--- config.mk ---
export PLATFORM = sky130hd
export DESIGN_NAME = riscv_timer_irq
export DESIGN_NICKNAME = d
export VERILOG_FILES = /design/src/hw/riscv_pkg.sv /design/src/hw/riscv_timer_irq.sv
export SDC_FILE = /design/constraint.sdc
export NUM_CORES = 1
export LEC_CHECK = 0
export BUFFER_PORTS_ARGS = -buffer_cell sky130_fd_sc_hd__buf_2
export CORE_UTILIZATION = 40
export CTS_CLUSTER_SIZE = 25
export DETAILED_ROUTE_END_ITERATION = 8
export PLACE_DENSITY = 0.61
export SLEW_MARGIN = 20
export SYNTH_ARGS = -nofsm -noshare
export SYNTH_HDL_FRONTEND = slang
export SYNTH_SLANG_ARGS = --single-unit
--- constraint.sdc ---
create_clock -name i_timer_clk -period 5.8 [get_ports i_timer_clk]
set_input_delay 0.58 -clock i_timer_clk [delete_from_list [all_inputs] [get_ports i_timer_clk]]
set_output_delay 0.58 -clock i_timer_clk [all_outputs]
set_load 0.01 [all_outputs]
--- src/hw/riscv_pkg.sv ---
package riscv_pkg;

  localparam int MXLEN       = 64;
  localparam int DATA_WIDTH  = 128;
  localparam int DATAPBLOCK  = 16;
  localparam int CACHE_DEPTH = 16;
  localparam int MEM_SIZE    = 65536;
  localparam int ADDR        = $clog2(MEM_SIZE);           // 16 bits.
  localparam int BYTE_OFF    = $clog2(DATAPBLOCK);         // 4 bits.
  localparam int INDEX       = $clog2(CACHE_DEPTH);        // 4 bits.
  localparam int TAG         = ADDR - BYTE_OFF - INDEX;    // 8 bits.
  localparam int S_ADDR      = ADDR - BYTE_OFF;            // 12 bits.

  typedef logic [MXLEN-1:0]      xlen_t;
  typedef logic [DATA_WIDTH-1:0] block_t;
  typedef logic [S_ADDR-1:0]     blk_addr_t;
  typedef logic [TAG-1:0]        tag_t;
  typedef logic [INDEX-1:0]      index_t;
  typedef logic [31:0]           inst_t;
  typedef logic [1:0]            store_src_t;
  typedef logic                  timer_sel_t;

  localparam xlen_t KERNEL_PC  = 64'h0000_0000_8000_0000;
  localparam xlen_t TIMER_BASE = 64'h0000_0000_0000_F000;
  localparam xlen_t UART_ADDR  = 64'h0000_0000_0000_F100;

  localparam store_src_t ST_BYTE  = 2'd0;
  localparam store_src_t ST_HALF  = 2'd1;
  localparam store_src_t ST_WORD  = 2'd2;
  localparam store_src_t ST_DWORD = 2'd3;

  localparam timer_sel_t SEL_MTIME    = 1'b0;
  localparam timer_sel_t SEL_MTIMECMP = 1'b1;

  typedef enum logic {
    IC_IDLE,
    IC_REFILL
  } icache_state_t;

  typedef enum logic [1:0] {
    DC_IDLE,
    DC_WRITEBACK,
    DC_REFILL
  } dcache_state_t;

endpackage
--- src/hw/riscv_timer_irq.sv ---
module riscv_timer_irq (
  input  logic                  i_timer_clk,
  input  logic                  i_rst_n,
  input  logic                  i_timer_wren,
  input  riscv_pkg::timer_sel_t i_timer_regsel,
  input  riscv_pkg::xlen_t      i_timer_wdata,
  output riscv_pkg::xlen_t      o_timer_rdata,
  output logic                  o_timer_irq
);

  import riscv_pkg::*;

  xlen_t mtime;
  xlen_t mtimecmp;
  logic  wr_mtime;
  logic  wr_mtimecmp;

  assign wr_mtime    = i_timer_wren && (i_timer_regsel == SEL_MTIME);
  assign wr_mtimecmp = i_timer_wren && (i_timer_regsel == SEL_MTIMECMP);

  always_ff @(posedge i_timer_clk) begin
    if (!i_rst_n) begin
      mtime <= '0;
    end else if (wr_mtime) begin
      mtime <= i_timer_wdata;                      // A write wins over the increment.
    end else begin
      mtime <= mtime + 1'b1;
    end
  end

  always_ff @(posedge i_timer_clk) begin
    if (!i_rst_n) begin
      mtimecmp <= '1;                              // Keeps the interrupt quiet after reset.
    end else if (wr_mtimecmp) begin
      mtimecmp <= i_timer_wdata;
    end
  end

  assign o_timer_rdata = (i_timer_regsel == SEL_MTIMECMP) ? mtimecmp : mtime;
  assign o_timer_irq   = (mtime >= mtimecmp);

endmodule

* Word-level counts from Yosys, hierarchy flattened
Cells that the tools add are included.
Widths: inputs -> output; s select.
** Operators by class
- Reductions and logical operators :: 2
- Bitwise logic cells :: 1
- Magnitude comparators :: 1
- Multiplexer cells :: 2
- Add/sub/neg operators :: 1
** Operators with widths (number)
- $mux 64 :: 2
- $add 64x1->64 const B :: 1
- $ge 64x64->1 :: 1
- $logic_and 1x1->1 :: 2
- $not 1->1 :: 1
** Word-level totals
- Bits in registers :: 128
- Word-level logic and storage cells :: 9
- Output and inout bits :: 65
- Input bits :: 68

* Logic depth before layout (Yosys ltp)
- Word-level depth :: 3
- Mapped depth :: 8
- Mapped depth without buffers :: 8

* Worst setup path after synthesis
No wires, ideal clock.
- Path kind :: register to output
- From :: reg mtime[0]
- To :: out o_timer_irq
- Required time :: 5.220 ns
- Data arrival time :: 1.808 ns
- Stages on the path, launching flop included :: 9
- Path buffers :: 0
- Path slack :: 3.412 ns
- Cell sequence :: dfxtp_1 -> inv_1 -> ha_1 -> nand2b_1 -> a2111o_1 -> a31oi_1 -> a31oi_1 -> a211oi_1 -> o21ai_0
** Between the ends
- Word-level cells in the longest chain between the ends :: 1
** Ends and longest elaborated chain
- start: declaration :: RTL line riscv_timer_irq.sv:13 : xlen_t mtime;
- start signal: assignment :: RTL line riscv_timer_irq.sv:25 : mtime <= i_timer_wdata;
- start signal: assignment :: RTL line riscv_timer_irq.sv:27 : mtime <= mtime + 1'b1;
- $ge 64x64->1 :: RTL line riscv_timer_irq.sv:40 : assign o_timer_irq = (mtime >= mtimecmp);
- end: declaration :: RTL line riscv_timer_irq.sv:8 : output logic o_timer_irq
Every way passes these cells.

* Worst setup path in the final report
- From :: reg mtime[38]
- To :: out o_timer_irq
Same word-level chain as after synthesis.

==> reports/metrics.yaml <==
post-route-drc-count: 0
setup_viol: 0
ant_nets: 0
cts-htree-levels: 4
critPathKind: "reg2out"
clock.fmax_ghz: 0.2821
cts_tree: "done"
p_sw_frac: 0.2875
avgRoutedWirePerCell_um: 16.18
ys.flop_type: "dfxtp_1"
synth_seq_cells: 128
ctsHoldBuffers: 0
relSlewSlack: 0.3647
ios: 133
num_rows: 50
max_cap_viol_count: 0
rsz0062_at_grt: "false"
grt_pass1_vias: 6717
ir_worst_vdd_mv: 0.2036
worst_ep_required_time_ns: 5.22
switchingPower_uw: 694.9
tightest_slew_ns: 0.9519
initial_core_util: 0.4144
ys_async_sr_fraction: 0
clock_sinks: 128
fin_crit_ns: 3.545
maxSlewViolCount: 0
p_total_uw: 2417
antenna_found_initial: 1
crit_chain: "ha_1 > nand4_1 > nor4_1 > nand2_1 > a31oi_1 > a211oi_1 > o21ai_0 > buf_2"
multi_input_area_um2: 4805
hpwl_um: 14810
final_cell_count_no_fill: 1314
end_kind: "output pin"
grt_pass1_wl_um: 34690
synth_edf_count: 0
grt-ovfl-total: 0
seq_area_frac_synth: 0.3262
ys_types: 47
drt_iter0_markers: 315
clock-root-buffer: "clkbuf_16"
critPathArrivalTime_ns: 2.96
p_seq_frac: 0.416
firstDrtPassIters: 5
p_int_uw: 1723
die_area_um2: 20200
regArea_um2: 2562
synthesis.nets: 1071
clk_pin_slew_ns: 0.06
dp_cells: 1281
cts_resized: 0
die_h_um: 142.1
worst_clock_skew_ns: 0.009316
final_hold_viol_count: 0
cp_slowest_cell: "nor4_1"
clkLatencyLatePin_ns: 0.42
hp-class: "in2reg"
die_w_um: 142.1
postCtsSetupRepairBufs: 0
cts_buffer_depth: 2
synth-warning-count: 0
cp_max_fo: 7
combinationalPowerShare: 0.154
grt.total_usage: 0.2194
power_frac_clock: 0.430
power_density_nw_per_um2: 261.4
max_stage_delay_ns: 0.67
grt_max_degree: 87
core_um2: 18960
synth.cell_area_um2: 7855
cts_buffers: 17
leakage_uw: 0.004115
syn2layout_area_growth_pct: 17.71
fin_crit_sh: 0.6112
crit_buf_inv: 1
routabilityCongestion: 0.8193
tns_ns: 0
nNetsFinal: 1173
final_layout_size_suffix_gt1_frac: 0.2346
start_kind: "register"
syn_area_per_cell_um2: 8.374
drt-total-wl_um: 21260
status: "completed"
syn_inst: 938
n_fill_cell: 1869
port-buffer-count: 132
vias_per_cell: 5.295
dr_total_vias: 6958
path_delay_family: "simple AND/OR/NAND/NOR gates"
synthesized netlist by cell type, types with 2 or more instances:
| library cell | count | share of area |
|---|---|---|
| dfxtp_1 | 128 | 0.33 |
| a311oi_1 | 6 | 0.0067 |
| xnor2_1 | 34 | 0.038 |
| nor3_2 | 8 | 0.010 |
| a211oi_1 | 17 | 0.016 |
| or3_1 | 8 | 0.0064 |
| a21o_1 | 9 | 0.0086 |
| nor4_2 | 9 | 0.014 |
| xor2_1 | 22 | 0.025 |
| clkbuf_1 | 47 | 0.022 |
| nand4_4 | 2 | 0.0054 |
| nand2_2 | 2 | 0.0016 |
| and2_1 | 3 | 0.0024 |
| nand3_1 | 30 | 0.019 |
| o21ai_0 | 69 | 0.044 |
| a31oi_1 | 2 | 0.0016 |
| a21oi_1 | 65 | 0.041 |
| nor4_1 | 4 | 0.0032 |
| nor3_1 | 8 | 0.0051 |
| and3_1 | 4 | 0.0032 |
| and4_1 | 4 | 0.0045 |
| inv_1 | 77 | 0.037 |
| nand2_1 | 111 | 0.053 |
| nor2_1 | 39 | 0.019 |
| mux2_2 | 53 | 0.076 |
| o211ai_1 | 64 | 0.061 |
| nand2b_1 | 2 | 0.0016 |
| buf_2 | 2 | 0.0013 |
| ha_1 | 65 | 0.10 |
| nand4_1 | 25 | 0.020 |
| buf_1 | 3 | 0.0014 |
power groups by stage:
| stage | Clock (uW) | Combinational [uW] | Sequential [uW] |
|---|---|---|---|
| after floorplan | 0 | 254 | 1000 |
| after global placement | 0 | 368 | 1020 |
| after detailed placement | 0 | 373 | 1020 |
| after CTS | 1060 | 376 | 1010 |
| after global routing | 1100 | 420 | 1020 |
| final | 1040 | 373 | 1010 |
sequential cells by signal, summed over array words and instances (netlist names):
| signal | count |
|---|---|
| mtime | 64 |
| mtimecmp | 64 |
logic make-up after synthesis:
group / after synthesis / share of synthesized area
AOI/OAI and AO/OA: 239 / 0.1878
xor gates and xnor gates: 56 / 0.06244
adders and majority gates: 65 / 0.1035
buffers and inverters: 130 / 0.06340
DFF: 128 / 0.3262
muxes: 54 / 0.07725
and+or+nand+nor: 266 / 0.1794
tightest hold or removal path: cells and delay by family:
family / cells / cell delay (ns)
AO/OA/AOI/OAI: 1 / 0.07
AND/OR/NAND/NOR: 1 / 0.04
buffers and inverters: 1 / 0.08
per-layer routing:
metal,share of wire,routed length [um],vias to the layer above,GRT usage
li1,-,-,3559,-
met1,0.48,10220,3235,0.2903
met2,0.47,9954,150,0.3617
met3,0.043,906,14,0.03970
met4,0.0086,182,0,0.06621
met5,0,0,-,0
placed cells by master, fill, tap and decap left out, types with 9 or more instances in the layout:
cell type,n
nand2_1,111
mux2_2,53
a211oi_1,17
xor2_1,22
o211ai_1,64
xnor2_1,34
o21ai_0,69
a21o_1,9
ha_1,65
clkbuf_16,17
nand3_1,30
nor4_2,9
nand4_1,25
a21oi_1,65
nor2_1,39
inv_1,77
buf_2,131
dfxtp_1,128
worst paths after layout:
path,from,end,slack (ns),depth (start not counted)
setup / recovery,mtime[38]$_SDFF_PN0_,o_timer_irq,2.26,8
hold / removal,i_timer_wdata[45],mtimecmp[45]$_SDFFE_PN1P_,0.40,3
setup reg to reg,mtime[1]$_SDFF_PN0_,mtime[56]$_SDFF_PN0_,2.98,6
hold reg to reg,mtimecmp[25]$_SDFFE_PN1P_,mtimecmp[25]$_SDFFE_PN1P_,0.52,2
area by class of cell:
type | instances | area share
multi-input cells | 680 | 0.5196
flip-flops and latches | 128 | 0.2771
repair buffers | 136 | 0.07497
clock buffers | 21 | 0.04980
well taps | 260 | 0.03518
inverters | 77 | 0.03126
clock inverters | 11 | 0.01177
diodes | 1 | 0.0002706
through the flow:
step / utilization / setup WS (ns) / instance area [um^2] / hold slack [ns]
2_1_floorplan: - / 3.412 / 7855 / 0.4813
3_3_place_gp: 0.4576 / 2.526 / 8675 / 0.5057
3_5_place_dp: 0.4576 / 2.545 / 8675 / 0.5106
4_1_cts: 0.4877 / 2.092 / 9244 / 0.3829
5_1_grt: 0.4878 / 1.973 / 9246 / 0.3938
6_report: 0.4878 / 2.255 / 9246 / 0.3959
No activity file was read; power rests on OpenSTA's default activity.
