`src/hw/riscv_pkg.sv`:
```
package riscv_pkg;

  localparam int MXLEN       = 64;
  localparam int DATA_WIDTH  = 128;
  localparam int DATAPBLOCK  = 16;
  localparam int CACHE_DEPTH = 16;
  localparam int MEM_SIZE    = 65536;
  localparam int ADDR        = $clog2(MEM_SIZE);           // 16 bits.
  localparam int BYTE_OFF    = $clog2(DATAPBLOCK);         // 4 bits.
  localparam int INDEX       = $clog2(CACHE_DEPTH);        // 4 bits.
  localparam int TAG         = ADDR - BYTE_OFF - INDEX;    // 8 bits.
  localparam int S_ADDR      = ADDR - BYTE_OFF;            // 12 bits.

  typedef logic [MXLEN-1:0]      xlen_t;
  typedef logic [DATA_WIDTH-1:0] block_t;
  typedef logic [S_ADDR-1:0]     blk_addr_t;
  typedef logic [TAG-1:0]        tag_t;
  typedef logic [INDEX-1:0]      index_t;
  typedef logic [31:0]           inst_t;
  typedef logic [1:0]            store_src_t;
  typedef logic                  timer_sel_t;

  localparam xlen_t KERNEL_PC  = 64'h0000_0000_8000_0000;
  localparam xlen_t TIMER_BASE = 64'h0000_0000_0000_F000;
  localparam xlen_t UART_ADDR  = 64'h0000_0000_0000_F100;

  localparam store_src_t ST_BYTE  = 2'd0;
  localparam store_src_t ST_HALF  = 2'd1;
  localparam store_src_t ST_WORD  = 2'd2;
  localparam store_src_t ST_DWORD = 2'd3;

  localparam timer_sel_t SEL_MTIME    = 1'b0;
  localparam timer_sel_t SEL_MTIMECMP = 1'b1;

  typedef enum logic {
    IC_IDLE,
    IC_REFILL
  } icache_state_t;

  typedef enum logic [1:0] {
    DC_IDLE,
    DC_WRITEBACK,
    DC_REFILL
  } dcache_state_t;

endpackage
```
`src/hw/riscv_instructions_cache.sv`:
```
module riscv_instructions_cache (
  input  logic                 i_icache_clk,
  input  logic                 i_rst_n,
  input  riscv_pkg::xlen_t     i_pc,
  input  logic                 i_mem_ready,
  input  riscv_pkg::block_t    i_mem_data_out,
  output riscv_pkg::blk_addr_t o_mem_addr,
  output logic                 o_fsm_mem_rden,
  output riscv_pkg::inst_t     o_cpu_instr_out,
  output logic                 o_cpu_stall
);

  import riscv_pkg::*;

  xlen_t           pc_off;
  logic [ADDR-1:0] phys_addr;
  index_t          index;
  tag_t            tag;
  logic [1:0]      word_sel;
  block_t          line;
  logic            hit;

  tag_t                   tag_mem  [CACHE_DEPTH];
  block_t                 data_mem [CACHE_DEPTH];
  logic [CACHE_DEPTH-1:0] valid;

  icache_state_t state;
  icache_state_t state_nxt;

  assign pc_off    = i_pc - KERNEL_PC;            // Fetch space starts at the kernel base.
  assign phys_addr = pc_off[ADDR-1:0];
  assign index     = phys_addr[BYTE_OFF +: INDEX];
  assign tag       = phys_addr[ADDR-1 -: TAG];
  assign word_sel  = phys_addr[3:2];
  assign line      = data_mem[index];
  assign hit       = valid[index] && (tag_mem[index] == tag);

  assign o_cpu_instr_out = line[{word_sel, 5'd0} +: 32];
  assign o_cpu_stall     = !hit || (state != IC_IDLE);
  assign o_fsm_mem_rden  = (state == IC_REFILL);
  assign o_mem_addr      = phys_addr[ADDR-1:BYTE_OFF]; // PC is held while stalled.

  always_comb begin
    state_nxt = state;
    case (state)
      IC_IDLE: begin
        if (!hit) begin
          state_nxt = IC_REFILL;
        end
      end
      IC_REFILL: begin
        if (i_mem_ready) begin
          state_nxt = IC_IDLE;
        end
      end
      default: state_nxt = IC_IDLE;
    endcase
  end

  always_ff @(posedge i_icache_clk) begin
    if (!i_rst_n) begin
      state <= IC_IDLE;
      valid <= '0;
    end else begin
      state <= state_nxt;
      if (o_fsm_mem_rden && i_mem_ready) begin
        valid[index] <= 1'b1;
      end
    end
  end

  always_ff @(posedge i_icache_clk) begin
    if (o_fsm_mem_rden && i_mem_ready) begin
      data_mem[index] <= i_mem_data_out;
      tag_mem[index]  <= tag;
    end
  end

  a_no_stall_when_idle: assert property (@(posedge i_icache_clk) disable iff (!i_rst_n)
    !o_cpu_stall |-> state == IC_IDLE);

endmodule

```
`config.mk`:
```
export PLATFORM = sky130hd
export DESIGN_NAME = riscv_instructions_cache
export DESIGN_NICKNAME = d
export VERILOG_FILES = /design/src/hw/riscv_pkg.sv /design/src/hw/riscv_instructions_cache.sv
export SDC_FILE = /design/constraint.sdc
export NUM_CORES = 2
export LEC_CHECK = 0
export ABC_CLOCK_PERIOD_IN_PS = 30200
export BUFFER_PORTS_ARGS = -buffer_cell sky130_fd_sc_hd__buf_2
export CAP_MARGIN = 40
export CORE_UTILIZATION = 46
export DETAILED_ROUTE_END_ITERATION = 6
export SETUP_SLACK_MARGIN = 0.3
export SYNTH_ARGS = -nofsm -noshare
export SYNTH_HDL_FRONTEND = slang
export SYNTH_SLANG_ARGS = --single-unit
```
`constraint.sdc`:
```
create_clock -name i_icache_clk -period 30.2 [get_ports i_icache_clk]
set_clock_uncertainty 0.1 [all_clocks]
set_input_delay 6.04 -clock i_icache_clk [delete_from_list [all_inputs] [get_ports i_icache_clk]]
set_output_delay 6.04 -clock i_icache_clk [all_outputs]
set_load 0.01 [all_outputs]
```
* Word level (Yosys, flattened, before mapping)
Memory sizes are Yosys's and may differ from the RTL's.
Index checks and enable logic that the tools add are counted.
** Word-level totals
- Flip-flop bits (word level) :: 17
- RAM bits :: 2176
- Input bits :: 195
- Output and inout bits :: 46
- Word-level logic and storage cells :: 25
- Memories :: 2
** Memory list
- data_mem :: depth 16, bits a word 128, rd ports 1, clocked after Yosys merged registers in 0, wr ports 1, RTL line riscv_instructions_cache.sv:24 : block_t data_mem [CACHE_DEPTH];
- tag_mem :: depth 16, bits a word 8, rd ports 1, clocked after Yosys merged registers in 0, wr ports 1, RTL line riscv_instructions_cache.sv:23 : tag_t tag_mem [CACHE_DEPTH];
** Operators by class
- $add $sub $neg :: 1
- Magnitude comparators :: 2
- Eq/ne operators :: 1
- Shifts and indexed selects :: 1
- Multiplexer cells :: 9
- Bitwise logic cells :: 2
- Reduce and logical (&&, ||, !) cells :: 5
** Operators by type and width (count)
- 128-bit by 8-bit indexed part select with 32-bit output :: 1
- 16-bit bitwise OR :: 1
- 16-bit by 1-bit subtractor with 16-bit output, second input constant :: 1
- 8-bit equality test :: 1
- 1-bit two-way mux :: 6
- 4-bit by 5-bit < comparator with 1-bit output, second input constant :: 1
- 1-bit binary-select mux with 4-bit select :: 1
- 1-bit demux with 4-bit select :: 1
- 4-bit by 1-bit >= comparator with 1-bit output, second input constant :: 1
- 1-bit logical AND :: 3
- 1-bit one-hot mux with 2 select lines :: 1
- 1-bit logical NOT :: 1
- 1-bit logical OR :: 1
- 1-bit inverter :: 1

* Depth between registers and ports, before layout
- Depth in word-level cells :: 6
- Depth in mapped cells :: 11
- Depth with buffers taken out :: 7

* Worst setup path before layout
No wires, ideal clock.
- Path kind :: in2reg
- Start point :: input i_pc[5]
- End point :: memory data_mem[2][0] (netlist name) (enable)
- Setup time :: 0.800 ns
- Arrival :: 16.397 ns
- Data required time :: 29.300 ns
- Slack :: 12.903 ns
- Stages on the path :: 6
- Path buffers :: 3
- Cells stage by stage :: buf_2 clkbuf_1 buf_2 nor2b_1 nand3_1 nor3_1
** Between the ends
- Longest elaborated chain between the ends :: 1
** RTL lines
- start, declared :: RTL line riscv_instructions_cache.sv:4 : input riscv_pkg::xlen_t i_pc,
- 16-bit by 1-bit subtractor with 16-bit output :: RTL line riscv_instructions_cache.sv:30 : assign pc_off = i_pc - KERNEL_PC;
- end, declared :: RTL line riscv_instructions_cache.sv:24
Every way passes these cells.

* Final worst setup path
- Start point :: input i_pc[4]
- End point :: output o_cpu_instr_out[1]
** Between the ends
- Longest elaborated chain between the ends :: 3
** RTL lines
- 16-bit by 1-bit subtractor with 16-bit output :: RTL line riscv_instructions_cache.sv:30
- memory 16 x 128 bit
- 128-bit by 8-bit indexed part select with 32-bit output :: RTL line riscv_instructions_cache.sv:38 : assign o_cpu_instr_out = line[{word_sel, 5'd0} +: 32];
- end, declared :: RTL line riscv_instructions_cache.sv:9 : output riscv_pkg::inst_t o_cpu_instr_out,
Every way passes these cells.

==> flow_summary.toml <==
[sta]
clock.fmax_mhz = 58.1
worst_relative_slew_slack_pct = 26.2
fin_crit_sh_pct = 57.0
maxSlewViolCount = 0
rsz0062_at_grt = "no"
tightestPinTransition_ns = 1.11
final-setup-viol-count = 0
final.setup.tns_ns = 0
period_needed_ns = 17.21
timing_hold_violations_final = 0

[drt]
dr.pass1.iters = 5
vias_per_cell = 5.99
routed_wl_per_cell_um = 32.4
route.detailed.drc = 0
detail_route.iter0.violations = 3556
route.vias.total = 36400
ant_nets = 0
routed_wl_mm = 197

[die]
starting_density_of_the_core_pct = 46.5
rows = 155
die_y_um = 427
fp.dieW_um = 427
pin_count = 241
fp.coreArea_um2 = 179000
die_area_um2 = 183000

[power_and_ir_drop]
total_power_uw = 6140
ir_drop_uv = 60.3
power.leakage_uw = 0.0292
pwr-share-comb_pct = 4.8
share_seq_of_total_power_pct = 54.8
swShare_pct = 20.7
clock_power_share_pct = 40.3
power_per_cell_area_nw_per_um2 = 65.2
power.switching_uw = 1270
internal_power_uw = 4870

[worst_setup_path]
cp_data_required_time_ns = 24.06
cp.buffers_inverters = 6
critPathMaxFanout = 85
r2r-end = "data_mem[12][11]"
r2r_slack_ns = 26.42
crit_chain = "buf_8 -> buf_12 -> buf_4 -> buf_4 -> buf_4 -> mux4_2 -> mux4_2 -> mux4_2 -> buf_2"
timing.critical_path.slowest_stage_cell = "buf_4"
timing.critical_path.from_type = "input port"
timing.critical_path.to_type = "output pin"
crit_arrival_ns = 11.07
r2r_start = "o_fsm_mem_rden"
path_delay_family = "buffers and inverters"
cp_slowest_stage_delay_ns = 0.78
timing.setup.critical_path_class = "input port to output pin"
reg2regPathDepth = 6

[clock_network]
post_cts_buffers = 0
clkTransAtPathRegs_ns = 0.06
post_cts_resized = 0
htree_num_levels = 4
tritoncts.num_buffers = 210
holdBufCountCts = 0
cts-root-to-sink-buffers = 3
clock_insertion_delay_worst_skew_ns = 0.82
ctsRootBufferMaster = "clkbuf_16"
cts_num_sinks = 2193
tritoncts = "built"

[global_route]
grt.met3_usage_pct = 4.75
grt_use_total_pct = 22.0
grt_first_pass_wirelength_mm = 280
grt_busiest_layer = "met2"
antenna_violations_before_repair = 76
global_route.usage.met1_pct = 29.5
global_route.usage.met2_pct = 36.4
first_global_vias = 37400
grt_remaining_overflow = 0
grt_start_max_net_pins = 149

[place]
post_dp_hpwl_mm = 105
finalWeightedCongestion = 0.720
io_buffers = 190

[yosys]
synthesis.area_um2 = 83200
synth_seq_area_share_pct = 79.0
synth_warnings = 0
count_of_state_elements_after_synthesis = 2193
synth_nets = 3407
netlist-cell-type-count = 31
netlist_instances = 3212
post_synth.cell_area_avg_um2 = 25.9

[status]
status = "finished clean"

[layout]
finalNetCount = 3727
share_of_cells_above_drive_strength_1_pct = 34.9
flow.area_growth_from_synthesis_pct = 13.3
mostFrequentLayoutCell = "edfxtp_1"
most-common-layout-cells = "edfxtp_1, mux4_2, clkbuf_16"
final.fill_count = 13500

[min_path]
critical_hold_path_startpoint = "valid[14]"
whs_endpoint = "valid[14]"
hold_path_class = "flop to flop"
worstHoldPathCells = 1

[job]
maxCapViolCount = 0
sequential cells by signal, indices dropped and copies added, names as in the netlist:
register / cells
tag_mem: 128
o_fsm_mem_rden: 1
valid: 16
data_mem: 2048
cell type report:
class                      count  area (µm²)  share of cell area [%]
timing repair buffer         287        2380                    2.52
multi-input combinational    840       16800                    17.8
sequential                  2193       65700                    69.7
clock inverter               125         912                   0.968
antenna                       20        50.0                  0.0531
clock buffer                 258        5530                    5.87
tap                         2355        2950                    3.13
Yosys cell counts (all sizes together):
cell    number  area, µm²
a211oi       1       7.51
a21oi        1       5.00
a221oi       6       52.6
a22o         1       8.76
a22oi        2       15.0
buf        105        583
clkbuf      74        278
dfxtp       17        340
edfxtp    2176      65300
mux2        19        214
mux2i       32        320
mux4       686      15400
nand2        6       22.5
nand2b       5       31.3
nand3        3       15.0
nand4        4       25.0
nor2        17       63.8
nor2b        2       12.5
nor3         5       25.0
nor4b        1       8.76
o21a        16        120
o21ai        3       15.0
o221ai       2       17.5
o22ai       11       68.8
o31a         1       8.76
or2          2       12.5
xnor2        7       61.3
xor2         7       61.3
per-stage QoR:
step	cells	util [%]	setup WS, ns	hold WS, ns	area, µm²
after global placement	5646	48.6	12.30	0.342	87000
final	6078	52.7	12.99	0.360	94200
after CTS	6058	52.6	12.77	0.362	94200
after detailed placement	5675	49.0	12.77	0.348	87800
after floorplan	3212	-	12.90	0.335	83200
after global routing	6066	52.6	12.60	0.376	94200
worst max-delay path by stage:
stage,from,to,slack (ns),cells past startpoint
final,i_pc[4],o_cpu_instr_out[1],12.99,9
after detailed placement,i_pc[4],o_cpu_instr_out[1],12.77,9
after global placement,i_pc[4],o_cpu_instr_out[1],12.30,9
after floorplan,i_pc[5],data_mem[2][0],12.90,6
after CTS,i_pc[4],o_cpu_instr_out[1],12.77,9
after global routing,i_pc[4],o_cpu_stall,12.60,13
power groups by stage:
stage / combinational (µW) / sequential, µW / clock [µW]
6_report: 297 / 3370 / 2480
4_1_cts: 305 / 3370 / 2530
2_1_floorplan: 174 / 3440 / 0
5_1_grt: 317 / 3370 / 2640
3_5_place_dp: 304 / 3430 / 0
3_3_place_gp: 296 / 3430 / 0
worst reg2reg max path: cells and delay by family (launching register included):
kind / cells / cell delay (ns)
buf+inv: 4 / 1.91
simple gates: 2 / 0.96
flops: 1 / 0.42
kinds of logic after synthesis:
| group | after synthesis | share of synthesized area [%] |
|---|---|---|
| multiplexers | 737 | 19.2 |
| AO/OA/AOI/OAI | 44 | 0.384 |
| flip-flops | 2193 | 79.0 |
| buffers and inverters | 179 | 1.03 |
| AND/OR/NAND/NOR | 45 | 0.260 |
| XOR/XNOR | 14 | 0.147 |
layer usage:
metal,vias to the layer above,share of wire (%)
met5,-,0.12
met4,34,2.6
met3,329,6.9
met2,1147,51
met1,20100,40
li1,14800,-
(Power assumes the default switching activity.)
