==> src/hw/riscv_pkg.sv <==
package riscv_pkg;

  localparam int MXLEN       = 64;
  localparam int DATA_WIDTH  = 128;
  localparam int DATAPBLOCK  = 16;
  localparam int CACHE_DEPTH = 16;
  localparam int MEM_SIZE    = 65536;
  localparam int ADDR        = $clog2(MEM_SIZE);           // 16 bits.
  localparam int BYTE_OFF    = $clog2(DATAPBLOCK);         // 4 bits.
  localparam int INDEX       = $clog2(CACHE_DEPTH);        // 4 bits.
  localparam int TAG         = ADDR - BYTE_OFF - INDEX;    // 8 bits.
  localparam int S_ADDR      = ADDR - BYTE_OFF;            // 12 bits.

  typedef logic [MXLEN-1:0]      xlen_t;
  typedef logic [DATA_WIDTH-1:0] block_t;
  typedef logic [S_ADDR-1:0]     blk_addr_t;
  typedef logic [TAG-1:0]        tag_t;
  typedef logic [INDEX-1:0]      index_t;
  typedef logic [31:0]           inst_t;
  typedef logic [1:0]            store_src_t;
  typedef logic                  timer_sel_t;

  localparam xlen_t KERNEL_PC  = 64'h0000_0000_8000_0000;
  localparam xlen_t TIMER_BASE = 64'h0000_0000_0000_F000;
  localparam xlen_t UART_ADDR  = 64'h0000_0000_0000_F100;

  localparam store_src_t ST_BYTE  = 2'd0;
  localparam store_src_t ST_HALF  = 2'd1;
  localparam store_src_t ST_WORD  = 2'd2;
  localparam store_src_t ST_DWORD = 2'd3;

  localparam timer_sel_t SEL_MTIME    = 1'b0;
  localparam timer_sel_t SEL_MTIMECMP = 1'b1;

  typedef enum logic {
    IC_IDLE,
    IC_REFILL
  } icache_state_t;

  typedef enum logic [1:0] {
    DC_IDLE,
    DC_WRITEBACK,
    DC_REFILL
  } dcache_state_t;

endpackage
==> src/hw/riscv_data_cache.sv <==
module riscv_data_cache (
  input  logic                        i_dcache_clk,
  input  logic                        i_rst_n,
  input  logic                        i_cpu_wren,
  input  logic                        i_cpu_rden,
  input  riscv_pkg::store_src_t       i_store_src,
  input  logic [riscv_pkg::ADDR-1:0]  i_phys_addr,
  input  riscv_pkg::xlen_t            i_cpu_data_in,
  input  logic                        i_mem_ready,
  input  riscv_pkg::block_t           i_mem_data_out,
  output logic                        o_fsm_mem_wren,
  output logic                        o_fsm_mem_rden,
  output riscv_pkg::blk_addr_t        o_mem_addr,
  output riscv_pkg::block_t           o_cache_data_out,
  output riscv_pkg::xlen_t            o_cpu_data_out,
  output logic                        o_cpu_stall
);

  import riscv_pkg::*;

  index_t                index;
  tag_t                  tag;
  logic [BYTE_OFF-1:0]   byte_off;
  block_t                line;
  logic                  hit;
  logic                  req;
  logic                  store_hit;
  logic                  refill_done;
  logic [DATAPBLOCK-1:0] size_mask;
  logic [DATAPBLOCK-1:0] byte_en;
  block_t                wdata_shift;
  block_t                merged;

  tag_t                   tag_mem  [CACHE_DEPTH];
  block_t                 data_mem [CACHE_DEPTH];
  logic [CACHE_DEPTH-1:0] valid;
  logic [CACHE_DEPTH-1:0] dirty;

  dcache_state_t state;
  dcache_state_t state_nxt;

  assign index    = i_phys_addr[BYTE_OFF +: INDEX];
  assign tag      = i_phys_addr[ADDR-1 -: TAG];
  assign byte_off = i_phys_addr[BYTE_OFF-1:0];
  assign line     = data_mem[index];
  assign hit      = valid[index] && (tag_mem[index] == tag);
  assign req      = i_cpu_wren || i_cpu_rden;

  assign store_hit   = (state == DC_IDLE) && i_cpu_wren && hit;
  assign refill_done = (state == DC_REFILL) && i_mem_ready;

  assign o_cpu_stall      = req && (!hit || (state != DC_IDLE));
  assign o_cpu_data_out   = i_phys_addr[3] ? line[127:64] : line[63:0];
  assign o_fsm_mem_wren   = (state == DC_WRITEBACK);
  assign o_fsm_mem_rden   = (state == DC_REFILL);
  assign o_cache_data_out = line;                // Victim block during writeback.
  assign o_mem_addr       = (state == DC_WRITEBACK) ? {tag_mem[index], index} : {tag, index};

  always_comb begin
    case (i_store_src)
      ST_BYTE:  size_mask = 16'h0001;
      ST_HALF:  size_mask = 16'h0003;
      ST_WORD:  size_mask = 16'h000F;
      default:  size_mask = 16'h00FF;
    endcase
    byte_en     = size_mask << byte_off;           // Stores are naturally aligned.
    wdata_shift = block_t'(i_cpu_data_in) << {byte_off, 3'b000};
    for (int b = 0; b < DATAPBLOCK; b++) begin
      merged[8*b +: 8] = byte_en[b] ? wdata_shift[8*b +: 8] : line[8*b +: 8];
    end
  end

  always_comb begin
    state_nxt = state;
    case (state)
      DC_IDLE: begin
        if (req && !hit) begin
          if (valid[index] && dirty[index]) begin
            state_nxt = DC_WRITEBACK;
          end else begin
            state_nxt = DC_REFILL;
          end
        end
      end
      DC_WRITEBACK: begin
        if (i_mem_ready) begin
          state_nxt = DC_REFILL;
        end
      end
      DC_REFILL: begin
        if (i_mem_ready) begin
          state_nxt = DC_IDLE;                     // The access retries as a hit.
        end
      end
      default: state_nxt = DC_IDLE;
    endcase
  end

  always_ff @(posedge i_dcache_clk) begin
    if (!i_rst_n) begin
      state <= DC_IDLE;
      valid <= '0;
      dirty <= '0;
    end else begin
      state <= state_nxt;
      if (refill_done) begin
        valid[index] <= 1'b1;
        dirty[index] <= 1'b0;
      end else if (store_hit) begin
        dirty[index] <= 1'b1;
      end
    end
  end

  always_ff @(posedge i_dcache_clk) begin
    if (refill_done) begin
      data_mem[index] <= i_mem_data_out;
      tag_mem[index]  <= tag;
    end else if (store_hit) begin
      data_mem[index] <= merged;
    end
  end

  a_mem_rd_wr_excl: assert property (@(posedge i_dcache_clk) disable iff (!i_rst_n)
    !(o_fsm_mem_rden && o_fsm_mem_wren));

  // Load and store come from one CPU port, so the decoder never forwards both.
  a_cpu_rd_wr_excl: assert property (@(posedge i_dcache_clk) disable iff (!i_rst_n)
    !(i_cpu_rden && i_cpu_wren));

endmodule

==> config.mk <==
export PLATFORM = sky130hd
export DESIGN_NAME = riscv_data_cache
export DESIGN_NICKNAME = d
export VERILOG_FILES = /design/src/hw/riscv_pkg.sv /design/src/hw/riscv_data_cache.sv
export SDC_FILE = /design/constraint.sdc
export NUM_CORES = 2
export LEC_CHECK = 0
export BUFFER_PORTS_ARGS = -buffer_cell sky130_fd_sc_hd__buf_4
export CORE_MARGIN = 10
export CORE_UTILIZATION = 35
export CTS_CLUSTER_DIAMETER = 100
export DETAILED_ROUTE_END_ITERATION = 7
export REMOVE_ABC_BUFFERS = 1
export SLEW_MARGIN = 20
export SYNTH_ARGS = -nofsm -noshare
export SYNTH_HDL_FRONTEND = slang
export SYNTH_SLANG_ARGS = --single-unit
==> constraint.sdc <==
create_clock -name i_dcache_clk -period 10.7 [get_ports i_dcache_clk]
set_input_delay 2.14 -clock i_dcache_clk [delete_from_list [all_inputs] [get_ports i_dcache_clk]]
set_output_delay 2.14 -clock i_dcache_clk [all_outputs]
set_load 0.03 [all_outputs]
# Word-level counts from Yosys, hierarchy flattened

Memory sizes are Yosys's and may differ from the RTL's.
Index checks and enable logic that the tools add are counted.

Flip-flop bits (word level): 34
Memory bits (writable): 2176
Bits of input ports: 215
Output and inout port bits: 207
Word-level logic and storage cells: 76
Memories kept: 2

Memory list:

| memory   | words | width | read ports | clocked after Yosys merged registers in | write ports | line                   | text |
|---|---|---|---|---|---|---|---|
| data_mem | 16    | 128   | 1          | 0                                       | 1           | riscv_data_cache.sv:35 | `block_t data_mem [CACHE_DEPTH];` |
| tag_mem  | 16    | 8     | 1          | 0                                       | 1           | riscv_data_cache.sv:34 | `tag_t tag_mem [CACHE_DEPTH];` |

Magnitude comparators: 2
Equality and inequality tests: 8
Shifts and indexed selects: 2
Muxes and demuxes: 38
Bitwise logic cells: 5
Reduce and logical (&&, ||, !) cells: 16

Operator list:

| cell                                                                                 | number |
|---|---|
| 128-bit 2-to-1 mux                                                                   | 1 |
| 8-bit 2-to-1 mux                                                                     | 16 |
| 64-bit by 7-bit << shifter with 128-bit output                                       | 1 |
| 64-bit 2-to-1 mux                                                                    | 1 |
| 16-bit 2-to-1 mux                                                                    | 2 |
| 16-bit OR                                                                            | 2 |
| 8-bit case mux with 3 select lines                                                   | 1 |
| 16-bit bitwise AND                                                                   | 1 |
| 16-bit NOT                                                                           | 1 |
| 16-bit by 4-bit << shifter with 16-bit output                                        | 1 |
| 12-bit 2-to-1 mux                                                                    | 1 |
| 1-bit binary-select mux with 4-bit select                                            | 2 |
| 8-bit equality test                                                                  | 1 |
| 1-bit logical AND                                                                    | 8 |
| 1-bit 2-to-1 mux                                                                     | 8 |
| 2-bit 2-to-1 mux                                                                     | 4 |
| 2-bit case mux with 3 select lines                                                   | 1 |
| 4-bit by 5-bit < comparator with 1-bit output (second input constant)                | 1 |
| 1-bit demux with 4-bit select                                                        | 1 |
| 2-bit by 1-bit equality test with 1-bit output (second input constant)               | 2 |
| 2-bit equality test (second input constant)                                          | 2 |
| 4-bit by 1-bit greater-or-equal comparator with 1-bit output (second input constant) | 1 |
| 2-bit logical NOT                                                                    | 2 |
| 2-bit != test (second input constant)                                                | 2 |
| other kinds (6)                                                                      | 8 |

# Depth between registers and ports, before layout

Depth in word-level cells: 8
Mapped depth: 13
Depth with buffers taken out: 7

# Least setup slack after synthesis

OpenSTA, ideal clock, no wires.

Path kind: input-to-reg
Start point: input port i_phys_addr[7] in the netlist's numbering
End point: memory data_mem[0][0] in the netlist's numbering (enable)
Data arrival time: 10.564 ns
Slack: -0.522 ns
Stages on the path: 10
Path buffers: 3
Cell sequence: clkbuf_1 mux4_2 mux4_2 xor2_1 nor2_1 nand4_1 or4_1 clkbuf_1 buf_2 a21oi_1

Longest elaborated chain between the ends: 8

Ends and longest elaborated chain:

| item                                                                                | line                    | text |
|---|---|---|
| start: declaration                                                                  | riscv_data_cache.sv:7   | `input logic [riscv_pkg::ADDR-1:0] i_phys_addr,` |
| memory read 16 x 8 bit or 1-bit binary-select mux with 4-bit select (tied branches) | -                       |  |
| 8-bit equality test or 1-bit 2-to-1 mux (tied branches)                             | riscv_data_cache.sv:46  | `assign hit = valid[index] && (tag_mem[index] == tag);` |
| 1-bit logical AND                                                                   | riscv_data_cache.sv:46  |  |
| 1-bit logical AND                                                                   | riscv_data_cache.sv:49  | `assign store_hit = (state == DC_IDLE) && i_cpu_wren && hit;` |
| 1-bit 2-to-1 mux                                                                    | riscv_data_cache.sv:119 | `end else if (store_hit) begin` |
| 1-bit 2-to-1 mux                                                                    | riscv_data_cache.sv:116 | `if (refill_done) begin` |
| 1-bit 2-to-1 mux (implied by the code)                                              | riscv_data_cache.sv:120 | `data_mem[index] <= merged;` |
| 1-bit OR (no line)                                                                  | -                       |  |
| end: declaration                                                                    | riscv_data_cache.sv:35  |  |

Several ways; a longest one is shown, not always the timed one. The select of a mux whose other input is x is not followed.

# Worst setup path after layout

Start point: input port i_phys_addr[5] in the netlist's numbering
End point: output port o_cpu_data_out[44]

Longest elaborated chain between the ends: 2

Ends and longest elaborated chain:

| item                     | line                   | text |
|---|---|---|
| memory read 16 x 128 bit | -                      |  |
| 64-bit 2-to-1 mux        | riscv_data_cache.sv:53 | `assign o_cpu_data_out = i_phys_addr[3] ? line[127:64] : line[63:0];` |
| end: declaration         | riscv_data_cache.sv:15 | `output riscv_pkg::xlen_t o_cpu_data_out,` |

No other way between the ends.

==> flow_metrics.tcl <==
set metrics [dict create \
    clk_latency_ns 0.87 \
    synthDistinctLibCells 47 \
    power.total_mw 18.6 \
    gr-max-usage-layer "met2" \
    tightest_slew_ns 1.12 \
    avgRoutedWirePerCell_um 32.3 \
    path_cells "buf_8, buf_12, buf_12, mux4_2, mux4_2, nand2_1, nand2_1, buf_4" \
    min_period_ns 7.59 \
    period_share_pct 70.9 \
    seq_area_mm2 0.0660 \
    synthArstFlopShare_pct 0 \
    crit_path_max_fanout 125 \
    yosys_warnings 0 \
    finalHoldViolations 0 \
    post_cts_resized 0 \
    synthTopCellsByCount "2176 x edfxtp_1, 680 x mux4_2, 316 x nand2_1, 213 x mux2_2, 140 x nor2_1" \
    synthFlopType "edfxtp_1" \
    synth_top_area_share_pct 72.9 \
    grt_pass1_vias 46900 \
    path_class "input pin to output pin" \
    slew_headroom_pct 25.6 \
    place_area_mm2 0.0976 \
    via_per_inst 5.61 \
    worst-r2r-cell-count 9 \
    first_pass_iters 5 \
    slew_viol_final 0 \
    start_kind "input pin" \
    layout_setup_ws_ns 3.11 \
    area_growth_pct 16.5 \
    synth_top_cells_by_area "edfxtp_1 73%, mux4_2 17%, mux2_2 2.7%" \
    critPathSlowestCell "buf_12" \
    stdcell_area_mm2 0.104 \
    io_buffers 421 \
    cts_buffers 209 \
    power.internal_mw 14.2 \
    fin_skew_ns 0.0551 \
    dp_hpwl_mm 160 \
    setup_viol 0 \
    grt_pass1_wl_mm 374 \
    fmax_mhz 132 \
    rrSetupSlack_ns 5.99 \
    crit_required_ns 8.56 \
    synth_edf_count 2176 \
    outcome "complete, no violations" \
    reg2reg_to "data_mem[9][19]$_DFFE_PP_" \
    rsz0062_at_grt "no" \
    hold_path.class "flip-flop to flip-flop" \
    arrival_ns 5.45 \
    reg2reg_from "tag_mem[15][4]$_DFFE_PP_" \
    grt_usage_pct 18.8 \
    cts-root-buf "clkbuf_16" \
    ios 422 \
    grtUsageMet2_pct 30.7 \
    grt_start_max_net_pins 137 \
    initial_core_util_pct 35.2 \
    crit_end "o_cpu_data_out[44]" \
    dieHeight_um 526 \
    antenna_found_initial 25 \
    fillCellCount 22100 \
    power_frac_comb_pct 8.7 \
    clock_path_buffers 3 \
    hold_buffers 0 \
    synth_cells 4251 \
    cts.sinks 2210 \
    cts.clk_slew.worst_paths_ns 0.06 \
    drc 0 \
    cts_tree "yes" \
    p_sw_mw 4.31 \
    ys_ff_latch 2210 \
    drv_cap 0 \
    seqPwrFrac_pct 51.6 \
    drt-total-wl_mm 267 \
    synth_most_common_cell "edfxtp_1" \
    multiInputGateArea_mm2 0.0227 \
    use_met3_pct 3.33 \
    grt_overflow 0 \
    met1_usage_pct 25.4 \
    postSynthAreaPerCell_um2 21.1 \
    rows 185 \
    peakVddDrop_mv 0.142 \
    yosysSeqAreaShare_pct 73.7 \
    cts_setup_buffers 0 \
    drive_gt1_share_pct 36.5 \
    chipWidth_um 526 \
    power.density_mw_per_mm2 178 \
    die_area_mm2 0.277 \
    end_kind "output pin" \
    power.leakage_nw 33.2 \
    antenna_left 0 \
    yosysTopAreaCell "edfxtp_1" \
    setup-tns-final_ns 0 \
    core_mm2 0.254 \
    synth_area_mm2 0.0896 \
    critical_path.max_stage_delay_ns 0.59 \
    cts-htree-levels 4 \
    place_congestion 0.827 \
    pre_cts_ws_ns 3.06 \
    clockPowerShare_pct 39.8 \
    sw_frac_of_total_pct 23.2 \
    drt_iter0_drc 5512 \
    nets 4954 \
    via_count 46500 \
    startpoint "i_phys_addr[5]" \
]
## cells in the final DEF, fill, tap and decap left out, types with 16 or more instances in the layout
| master | count |
|---|---|
| mux2i_1 | 58 |
| clkinv_1 | 44 |
| clkbuf_1 | 46 |
| nand3_1 | 16 |
| inv_1 | 20 |
| nor2_1 | 136 |
| clkinv_2 | 35 |
| bufinv_16 | 19 |
| mux4_2 | 680 |
| edfxtp_1 | 2176 |
| o21ai_0 | 90 |
| mux2_2 | 213 |
| buf_12 | 41 |
| dfxtp_1 | 34 |
| o22ai_1 | 19 |
| nand2_1 | 315 |
| a22oi_1 | 37 |
| a21oi_4 | 16 |
| clkbuf_16 | 209 |
| buf_4 | 489 |
| mux2i_2 | 16 |
| a21oi_1 | 47 |
## cell families (layout without fill, tap and decap cells)
| logic type | after synthesis | after routing | share of synthesized area, % |
|---|---|---|---|
| simple gates | 502 | 502 | 2.21 |
| mux | 967 | 967 | 20.6 |
| buf+inv | 284 | 943 | 1.34 |
| compound gates | 281 | 281 | 2.09 |
| flops | 2210 | 2210 | 73.7 |
| xor+xnor | 7 | 7 | 0.0684 |
| other cells | 0 | 10 | 0 |
## worst max-delay path, delay by kind of cell
kind | cells | cell delay, ns
buffers and inverters | 4 | 1.64
AND/OR/NAND/NOR | 2 | 0.28
multiplexers | 2 | 0.96
## flip-flops by register name, indices dropped and copies added, names as in the netlist, named ones only
| name | count |
|---|---|
| data_mem | 2048 |
| state | 2 |
| tag_mem | 128 |
| valid | 16 |
## stage by stage
step	hold slack, ns	utilization (%)	cells
2_1_floorplan	0.435	-	3990
3_3_place_gp	0.448	38.3	7891
3_5_place_dp	0.454	38.3	7894
4_1_cts	0.463	41.0	8276
5_1_grt	0.485	41.0	8279
6_report	0.464	41.0	8286
## worst min path at each step
stage	slack (ns)	cells past startpoint	start	endpoint
2_1_floorplan	0.43	2	valid[10]$_SDFFE_PN0P_	valid[10]$_SDFFE_PN0P_
3_3_place_gp	0.45	2	valid[0]$_SDFFE_PN0P_	valid[0]$_SDFFE_PN0P_
3_5_place_dp	0.45	2	flip-flop	flip-flop
4_1_cts	0.46	2	flip-flop	flip-flop
5_1_grt	0.49	2	flip-flop	flip-flop
6_report	0.46	2	flip-flop	flip-flop
## final cells by class
| cell class | count | share of cell area (%) |
|---|---|---|
| diodes | 10 | 0.0240 |
| clock buffers | 259 | 5.23 |
| clock inverters | 123 | 1.27 |
| inverters | 23 | 0.0851 |
| multi-input cells | 1757 | 21.7 |
| flip-flops and latches | 2210 | 63.2 |
| well taps | 3366 | 4.03 |
| repair buffers | 538 | 4.43 |
## routing by layer
| layer | share of wire, % | vias up |
|---|---|---|
| li1 | - | 18700 |
| met1 | 40 | 25200 |
| met2 | 48 | 2148 |
| met3 | 7.3 | 392 |
| met4 | 4.0 | 8 |
| met5 | 0.031 | - |
## power groups by stage
stage          registers (mW)  logic [mW]  clock network, mW
2_1_floorplan            9.76       0.798                  0
3_3_place_gp             9.75        1.61                  0
3_5_place_dp             9.75        1.62                  0
4_1_cts                  9.57        1.63               7.49
5_1_grt                  9.57        1.70               7.86
6_report                 9.57        1.61               7.38
Power figures use the tool's default switching activity.
