--- src/hw/riscv_pkg.sv ---
package riscv_pkg;

  localparam int MXLEN       = 64;
  localparam int DATA_WIDTH  = 128;
  localparam int DATAPBLOCK  = 16;
  localparam int CACHE_DEPTH = 16;
  localparam int MEM_SIZE    = 65536;
  localparam int ADDR        = $clog2(MEM_SIZE);           // 16 bits.
  localparam int BYTE_OFF    = $clog2(DATAPBLOCK);         // 4 bits.
  localparam int INDEX       = $clog2(CACHE_DEPTH);        // 4 bits.
  localparam int TAG         = ADDR - BYTE_OFF - INDEX;    // 8 bits.
  localparam int S_ADDR      = ADDR - BYTE_OFF;            // 12 bits.

  typedef logic [MXLEN-1:0]      xlen_t;
  typedef logic [DATA_WIDTH-1:0] block_t;
  typedef logic [S_ADDR-1:0]     blk_addr_t;
  typedef logic [TAG-1:0]        tag_t;
  typedef logic [INDEX-1:0]      index_t;
  typedef logic [31:0]           inst_t;
  typedef logic [1:0]            store_src_t;
  typedef logic                  timer_sel_t;

  localparam xlen_t KERNEL_PC  = 64'h0000_0000_8000_0000;
  localparam xlen_t TIMER_BASE = 64'h0000_0000_0000_F000;
  localparam xlen_t UART_ADDR  = 64'h0000_0000_0000_F100;

  localparam store_src_t ST_BYTE  = 2'd0;
  localparam store_src_t ST_HALF  = 2'd1;
  localparam store_src_t ST_WORD  = 2'd2;
  localparam store_src_t ST_DWORD = 2'd3;

  localparam timer_sel_t SEL_MTIME    = 1'b0;
  localparam timer_sel_t SEL_MTIMECMP = 1'b1;

  typedef enum logic {
    IC_IDLE,
    IC_REFILL
  } icache_state_t;

  typedef enum logic [1:0] {
    DC_IDLE,
    DC_WRITEBACK,
    DC_REFILL
  } dcache_state_t;

endpackage
--- src/hw/riscv_io_decode.sv ---
module riscv_io_decode (
  input  logic                  i_cpu_wren,
  input  logic                  i_cpu_rden,
  input  riscv_pkg::store_src_t i_cpu_store_src,
  input  riscv_pkg::xlen_t      i_cpu_addr,
  input  riscv_pkg::xlen_t      i_cpu_store_data,
  output riscv_pkg::xlen_t      o_cpu_load_data,
  output logic                  o_cpu_stall,
  output logic                  o_dc_wren,
  output logic                  o_dc_rden,
  output riscv_pkg::store_src_t o_dc_store_src,
  input  riscv_pkg::xlen_t      i_dc_data,
  input  logic                  i_dc_stall,
  output logic                  o_timer_wren,
  output riscv_pkg::timer_sel_t o_timer_regsel,
  input  riscv_pkg::xlen_t      i_timer_rdata,
  input  logic                  i_fifo_full,
  output logic [7:0]            o_uart_tx_data,
  output logic                  o_uart_tx_valid
);

  import riscv_pkg::*;

  logic is_dc;
  logic is_timer;
  logic is_uart;
  logic uart_store;
  logic uart_blocked;

  assign is_dc    = (i_cpu_addr < TIMER_BASE);     // Everything below the timer is cached.
  assign is_timer = (i_cpu_addr[MXLEN-1:4] == TIMER_BASE[MXLEN-1:4]);
  assign is_uart  = (i_cpu_addr == UART_ADDR);

  assign o_dc_wren      = i_cpu_wren && is_dc;
  assign o_dc_rden      = i_cpu_rden && is_dc;
  assign o_dc_store_src = i_cpu_store_src;

  assign o_timer_wren   = i_cpu_wren && is_timer;
  assign o_timer_regsel = i_cpu_addr[3];

  assign uart_store      = i_cpu_wren && is_uart;
  assign uart_blocked    = uart_store && i_fifo_full;
  assign o_uart_tx_valid = uart_store && !i_fifo_full;
  assign o_uart_tx_data  = i_cpu_store_data[7:0];

  always_comb begin
    if (is_dc) begin
      o_cpu_load_data = i_dc_data;
    end else if (is_timer) begin
      o_cpu_load_data = i_timer_rdata;
    end else begin
      o_cpu_load_data = '0;                        // UART and unmapped loads read zero.
    end
  end

  // The data cache only stalls on requests that were steered to it.
  assign o_cpu_stall = i_dc_stall || uart_blocked;

endmodule

--- config.mk ---
export PLATFORM = sky130hd
export DESIGN_NAME = riscv_io_decode
export DESIGN_NICKNAME = d
export VERILOG_FILES = /design/src/hw/riscv_pkg.sv /design/src/hw/riscv_io_decode.sv
export SDC_FILE = /design/constraint.sdc
export NUM_CORES = 1
export LEC_CHECK = 0
export BUFFER_PORTS_ARGS = -buffer_cell sky130_fd_sc_hd__buf_4
export CORE_AREA = 2 2 134 136
export DETAILED_ROUTE_END_ITERATION = 12
export DIE_AREA = 0 0 136 138
export PLACE_DENSITY = 0.34
export SYNTH_ARGS = -nofsm -noshare
export SYNTH_HDL_FRONTEND = slang
export SYNTH_SLANG_ARGS = --single-unit
--- constraint.sdc ---
create_clock -name vclk -period 2.7
set_input_delay 0.135 -clock vclk [all_inputs]
set_output_delay 0.135 -clock vclk [all_outputs]
set_load 0.02 [all_outputs]
Word level (Yosys, flattened, before mapping):

Cells that the tools add are included.

* register bits: 0
* bits of input ports: 262
* output and inout bits: 80
* word-level logic and storage cells: 13

* magnitude comparators: 1
* equality and inequality tests: 2
* mux-type cells: 2
* reduce and logical (&&, ||, !) cells: 8

Operators by type and width (number)
* $mux 64: 2
* $eq 64x16->1 const B: 1
* $lt 64x16->1 const B: 1
* $eq 60x12->1 const B: 1
* $logic_and 1x1->1: 6
* $logic_not 1->1: 1
* $logic_or 1x1->1: 1

Longest topological paths before layout:

Gate-level depths: netlist (run 1).

* depth in word-level cells: 4
* gate-level depth with buffers: 6
* mapped depth without buffers: 4

Least setup slack after synthesis (run 1):

OpenSTA, ideal clock, no wires.

* kind: in2out
* from: input i_cpu_addr[38]
* to: output o_cpu_load_data[36]
* arrival time: 1.550 ns
* data required time: 2.565 ns
* setup slack: 1.015 ns
* cell stages on the path: 6
* path buffers: 2
* path through: nor4_1 > nand4_1 > nor4_2 > buf_4 > buf_6 > a32o_1

* word-level cells in the longest chain between the ends: 3
* elaborated cells between the ends (all ways): 4
* classes of those cells: order compare: 1; eq/ne: 1; mux: 2

RTL lines
* start: declaration: RTL line riscv_io_decode.sv:5 `input riscv_pkg::xlen_t i_cpu_addr,`
* branches (longest 2 deep; another with $lt 64x16->1)
* $mux 64 *: RTL line riscv_io_decode.sv:47 `if (is_dc) begin`
* end: declaration: RTL line riscv_io_decode.sv:7 `output riscv_pkg::xlen_t o_cpu_load_data,`

Mark *: on every way between the ends.

Worst setup path in the final report (run 1):

* from: input i_cpu_addr[38]
* to: output o_cpu_load_data[0]

The elaborated chain is that of the path after synthesis.

==> flow_summary.toml, run 1 <==
[place]
finalWeightedCongestion = 0.733
io_buffers = 266
placedCellCount = 593
dpl.hpwl_mm = 7.08

[critical_path]
cpMostUsedCell = "buf_4"
crit_required_ns = 2.57
critPathLaunchType = "primary input"
end_kind = "primary output"
crit_chain = "buf_4, nor4_1, nand4_1, nor4_4, buf_4, a32o_1, buf_4"
cp.arrival_ns = 2.16
path_max_fanout = 35
cp_slowest_cell = "nor4_4"
slowest_delay_ns = 0.44
path_class = "in -> out"

[timing]
final.period_utilization_pct = 84.9
tns_ns = 0
fin_crit_ns = 2.29
whs_ns = 0.270
slew_headroom_pct = 62.1
setup_violations = 0
timing.fmax_ghz = 0.436
drv_slew = 0
hold_viol = 0
worst_pin_slew_ns = 0.567
rsz0062_at_grt = "false"

[finish]
nClkBuffers = 0
fillers = 2020
fin_cells = 593
fin_nets = 628
regArea_um2 = 0
area_growth_pct = 208
final_util_pct = 18.3
drive_above_1_share_pct = 75.3
n_sequential_cell = 0
diodes = 0

[synth]
synth_cell_types = 16
syn_inst = 125
netlist_area_um2 = 1040
synth_area_leaders = "a32o_1, buf_4, nor4_1, clkbuf_1, buf_6"
syn_nets = 387
synth_warnings = 0
synth_top_area_cell = "a32o_1"
yosysMostFrequentCell = "a32o_1"
synth_top_cell_area_share_pct = 61.6
syn_area_per_cell_um2 = 8.32
synth_seq_area_share_pct = 0
synth_common_cells = "a32o_1, buf_4, nor4_1"

[job]
maxCapViolations = 0

[floorplan]
die_w_um = 136
rows = 49
die_y_um = 138
core_um2 = 17500
ioPinCount = 342
floorplan.initialDensity_pct = 5.93
dieArea_um2 = 18800

[global_route]
grt_start_max_net_pins = 38
antenna_found_initial = 0
first_global_vias = 2376
grt_pass1_wl_mm = 11.8
track_usage_pct = 7.73
grt_overflow = 0

[drt]
ant_nets = 0
routedWlPerCell_um = 14.0
viasPerCell = 3.86
wl_mm = 8.28
vias = 2291
first_iter_violations = 73
drc = 0
drt_pass1_iterations = 4

[power]
power_density_nw_per_um2 = 78.3
p_leak_nw = 1.55
vdd_drop_max_uv = 34.8

[cts]
ctsHoldBuffers = 0
cts_resized = 0
cts_setup_buffers = 0

[worst_hold_path]
hp-class = "in -> out"

[status]
status = "complete, no violations"
## layer usage
metal | vias up | share of wire [%] | routed length, µm | GRT usage, %
li1 | 1060 | - | - | -
met3 | 10 | 11 | 923 | 1.50
met5 | - | 0 | 0 | 0
met4 | 0 | 0.74 | 61 | 0.658
met1 | 1058 | 33 | 2720 | 7.53
met2 | 163 | 55 | 4570 | 16.6
## cells in the final DEF (no fill, tap or decap)
cell     synthesis  layout
and4_1           1       1
and3_1           2       2
and2_1           2       2
nor4_4           0       2
nand4_1          3       3
and3b_1          1       1
a32o_1          64      64
nand3_1          1       1
nor4_1          14      14
inv_2            0       1
buf_4           14     269
buf_12           0       2
a31o_1           1       1
nor3_1           1       1
## power breakdown
part | switching (mW) | internal [mW] | leakage [nW]
Combinational | 0.0645 | 0.186 | 1.55
Clock | 0 | 0 | 0
Sequential | 0 | 0 | 0
Total | 0.0645 | 0.186 | 1.55
## logic make-up (layout without fill, tap and decap cells)
group                  count (synthesis)  after routing  share of synthesized area [%]
AOI/OAI and AO/OA                     65             65                           62.5
and+or+nand+nor                       27             27                           17.7
buffers and inverters                 33            272                           19.9
## path summary, 6_finish.rpt
check	startpoint	endpoint	slack [ns]	depth (start not counted)
hold / removal	i_cpu_store_data[6]	o_uart_tx_data[6]	0.27	0
setup / recovery	i_cpu_addr[38]	o_cpu_load_data[0]	0.41	7
## final cells by class
cell class                      count  area, µm²  share of cell area (%)
Timing Repair Buffer              271       2060                    64.3
Multi-Input combinational cell     92        851                    26.6
Tap cell                          229        287                    8.95
Inverter                            1       3.75                   0.117
## metrics by stage
step / area (µm²) / worst slack, ns / power (mW)
6_report: 3200 / 0.407 / 0.250
5_1_grt: 3200 / 0.266 / 0.270
4_1_cts: 3200 / 0.348 / 0.253
3_5_place_dp: 3200 / 0.355 / 0.253
3_3_place_gp: 3200 / 0.373 / 0.250
2_1_floorplan: 1040 / 1.01 / 0.0448
## critical path: cells and delay by family
family	cells	cell delay [ns]
buffers and inverters	3	0.67
AO/OA/AOI/OAI	1	0.21
AND/OR/NAND/NOR	3	1.14
No activity file was read; power rests on OpenSTA's default activity.
==> run 2: changes to the inputs <==
--- a/config.mk
+++ b/config.mk
@@ -6,9 +6,9 @@
 export NUM_CORES = 1
 export LEC_CHECK = 0
 export BUFFER_PORTS_ARGS = -buffer_cell sky130_fd_sc_hd__buf_4
-export CORE_AREA = 2 2 134 136
+export CORE_AREA = 2 2 133 135
 export DETAILED_ROUTE_END_ITERATION = 12
-export DIE_AREA = 0 0 136 138
+export DIE_AREA = 0 0 135 137
 export PLACE_DENSITY = 0.34
 export SYNTH_ARGS = -nofsm -noshare
 export SYNTH_HDL_FRONTEND = slang
==> constraint.sdc (replaced) <==
create_clock -name vclk -period 2.38
set_input_delay 0.119 -clock vclk [all_inputs]
set_output_delay 0.119 -clock vclk [all_outputs]
set_load 0.02 [all_outputs]
==> run 2 against run 1 <==
  * First-iteration DRC count decreased by 15%
  * Count of clock-buffer cells in the layout unchanged
  * Largest cell class unchanged
  * Combinational power increased by 14%
  * Via count decreased by 1.4%
  * Routed wire length decreased by 1.8%
  * Total power increased by 14%
  * Setup slack got worse by 0.17 ns
  * Highest routed layer unchanged
==> flow_summary.toml, run 2 (synthesis results as in run 1) <==
[finish]
final_common_cell = "buf_4"
diodes = 0
nClkBuffers = 0
regArea_um2 = 0
fin_cells = 589
fin_area_um2 = 3220
final_cell_mix = "buf_4, a32o_1, nor4_1, buf_12, nand4_1"
n_sequential_cell = 0
fin_nets = 628
drive_above_1_share_pct = 75.3
area_growth_pct = 210

[power]
vdd_drop_max_uv = 28.3
power_density_nw_per_um2 = 88.4
p_leak_nw = 1.55

[worst_hold_path]
hp-class = "in -> out"
hp-start = "i_cpu_store_src[0]"

[floorplan]
dieArea_um2 = 18500
die_y_um = 137
floorplan.initialDensity_pct = 6.10
rows = 48
die_w_um = 135
ioPinCount = 342
core_um2 = 17100

[global_route]
grt_start_max_net_pins = 43
grt_pass1_wl_mm = 10.9
grt_use_met1_pct = 7.28
antenna_found_initial = 0
use_met3_pct = 1.22
grt_overflow = 0
grt_most_used_layer = "met2"
first_global_vias = 2207
grtUsageMet2_pct = 15.7
track_usage_pct = 7.23

[cts]
cts_setup_buffers = 0
ctsHoldBuffers = 0
cts_resized = 0

[drt]
viasPerCell = 3.84
ant_nets = 0
first_iter_violations = 62
drt_pass1_iterations = 4
drc = 0
wl_mm = 8.13
routedWlPerCell_um = 13.8
vias = 2260

[timing]
setup_violations = 0
fin_crit_ns = 2.14
drv_slew = 0
hold_viol = 0
final.period_utilization_pct = 90.0
tns_ns = 0
timing.fmax_ghz = 0.467
rsz0062_at_grt = "false"
slew_headroom_pct = 68.1
worst_pin_slew_ns = 0.477
whs_ns = 0.238

[place]
placedCellCount = 589
finalWeightedCongestion = 0.763
dpl.hpwl_mm = 6.85
io_buffers = 266
postPlaceCellArea_um2 = 3220

[critical_path]
cp.arrival_ns = 2.02
path_max_fanout = 30
end_kind = "primary output"
slowest_delay_ns = 0.43
startpoint = "i_cpu_addr[31]"
crit_required_ns = 2.26
crit_chain = "buf_4, nor4_1, nand4_1, nor4_4, buf_4, a32o_1, buf_4"
cpMostUsedCell = "buf_4"
cp_slowest_cell = "nor4_4"
cp_top_family = "simple AND/OR/NAND/NOR gates"
path_class = "in -> out"
critPathLaunchType = "primary input"
crit_buf_inv = 3

[status]
status = "complete, no violations"

[job]
maxCapViolations = 0
==> run 2: cell types whose count changed in the layout (fill, tap and decap cells not counted) <==
| cell | change |
|---|---|
| buf_12 | +2 |
| buf_4 | -2 |
==> run 2: layer usage <==
layer	routed length (µm)	vias up	share of wire [%]
met4	44	0	0.54
met3	909	4	11
met2	4500	160	55
li1	-	1059	-
met1	2670	1037	33
met5	0	-	0
==> run 2: final cells by class <==
type               instances  area, µm²
fillers                 1932      13800
well taps                225        282
inverters                  1       3.75
repair buffers           271       2080
multi-input cells         92        851
==> run 2: path summary, 6_finish.rpt <==
path	end	cells past startpoint	slack [ns]
worst min-delay path	o_dc_store_src[0]	0	0.24
worst max-delay path	o_cpu_load_data[29]	7	0.24
==> run 2: power breakdown <==
| group | leakage [nW] | internal (mW) | switching (mW) |
|---|---|---|---|
| logic | 1.55 | 0.211 | 0.0736 |
| registers | 0 | 0 | 0 |
| clock network | 0 | 0 | 0 |
==> run 2: through the flow <==
stage	setup slack, ns	power (mW)	util [%]
2_1_floorplan	0.727	0.0508	-
6_report	0.239	0.285	18.9
4_1_cts	0.180	0.288	18.9
3_5_place_dp	0.183	0.288	18.9
5_1_grt	0.0161	0.305	18.9
3_3_place_gp	0.192	0.284	18.9
==> run 3: changes to the inputs <==
--- a/config.mk
+++ b/config.mk
@@ -9,7 +9,8 @@
 export CORE_AREA = 2 2 133 135
 export DETAILED_ROUTE_END_ITERATION = 12
 export DIE_AREA = 0 0 135 137
-export PLACE_DENSITY = 0.34
+export PLACE_DENSITY = 0.41
+export REMOVE_ABC_BUFFERS = 1
 export SYNTH_ARGS = -nofsm -noshare
 export SYNTH_HDL_FRONTEND = slang
 export SYNTH_SLANG_ARGS = --single-unit
==> run 3 against run 2 <==
  * Non-clock buffer count stayed put
  * Cell count is the same
  * Core utilization unchanged
  * Combinational power grew 1%
  * Via count grew 0.88%
  * Global-route usage grew 0.90 points
  * Critical path type unchanged
  * Critical endpoint is now o_dc_rden
==> flow_summary.toml, run 3 (synthesis results as in run 1) <==
[critical_path]
end_kind = "primary output"
path_class = "in -> out"
critPathLaunchType = "primary input"
crit_required_ns = 2.26
cp.arrival_ns = 2.07
path_max_fanout = 31

[finish]
fin_nets = 628
regArea_um2 = 0
area_growth_pct = 210
drive_above_1_share_pct = 75.3
final_cell_mix = "buf_4, a32o_1, nor4_1, buf_12, nand4_1"
diodes = 0
nClkBuffers = 0
final_common_cell = "buf_4"
n_sequential_cell = 0
final_util_pct = 18.9

[drt]
vias = 2280
drc = 0
wl_mm = 8.87
routedWlPerCell_um = 15.1
first_iter_violations = 80
viasPerCell = 3.87
ant_nets = 0
drt_pass1_iterations = 4

[worst_hold_path]
hp-class = "in -> out"

[power]
power_density_nw_per_um2 = 89.6
vdd_drop_max_uv = 34.9
p_leak_nw = 1.55
p_int_uw = 211
pwr-share-comb_pct = 100.0
clkPwrFrac_pct = 0
switchingPower_uw = 77.3
p_sw_share_pct = 26.8
sequentialPowerShare_pct = 0
p_total_uw = 289

[timing]
whs_ns = 0.238
timing.fmax_ghz = 0.457
final.period_utilization_pct = 92.0
rsz0062_at_grt = "false"
slew_headroom_pct = 63.3
drv_slew = 0
setup_violations = 0
worst_pin_slew_ns = 0.550
tns_ns = 0
fin_crit_ns = 2.19
setup_ws_ns = 0.190
hold_viol = 0

[cts]
cts_resized = 0
ctsHoldBuffers = 0
cts_setup_buffers = 0

[place]
finalWeightedCongestion = 0.741
io_buffers = 266
dp_slack_ns = 0.102
dpl.hpwl_mm = 7.60

[global_route]
grt_start_max_net_pins = 39
grt_overflow = 0
first_global_vias = 2217
grt_pass1_wl_mm = 12.0
antenna_found_initial = 0
track_usage_pct = 8.13

[floorplan]
floorplan.initialDensity_pct = 6.10
rows = 48
dieArea_um2 = 18500
ioPinCount = 342
die_y_um = 137
core_um2 = 17100
die_w_um = 135

[status]
status = "complete, no violations"

[job]
maxCapViolations = 0
-- run 3: cell counts in the layout (fill, tap and decap cells not counted) --
No cell type changed its count.
-- run 3: final cells by class --
type,instances,area (µm²)
fillers,1945,13800
repair buffers,271,2080
multi-input cells,92,851
well taps,225,282
inverters,1,3.75
-- run 3: per-layer routing --
| layer | GRT usage (%) | share of wire [%] | vias up |
|---|---|---|---|
| met2 | 15.7 | 50 | 200 |
| met5 | 0 | 0 | - |
| li1 | - | - | 1060 |
| met3 | 3.33 | 16 | 0 |
| met1 | 8.85 | 35 | 1020 |
| met4 | 0 | 0 | 0 |
-- run 3: metrics by stage --
step | std cells | area, µm²
after CTS | 589 | 3220
after floorplan | 93 | 837
after detailed placement | 589 | 3220
after global routing | 589 | 3220
final | 589 | 3220
after global placement | 589 | 3220
-- run 3: worst paths after layout --
check | startpoint | endpoint | depth (start not counted)
worst max-delay path | i_cpu_addr[39] | o_dc_rden | 7
worst min-delay path | i_cpu_store_src[0] | o_dc_store_src[0] | 0
-- run 3: power by group through the flow --
stage / Combinational, mW / Clock [mW] / Sequential, mW
2_1_floorplan: 0.0206 / 0 / 0
3_3_place_gp: 0.288 / 0 / 0
3_5_place_dp: 0.292 / 0 / 0
4_1_cts: 0.292 / 0 / 0
5_1_grt: 0.308 / 0 / 0
6_report: 0.289 / 0 / 0
-- run 3: critical path, cell delays in order --
cell and delay [ns]:
buf_4 0.10, nor4_1 0.33, nand4_1 0.30, nor4_4 0.44
buf_4 0.39, and2_1 0.22, buf_4 0.15
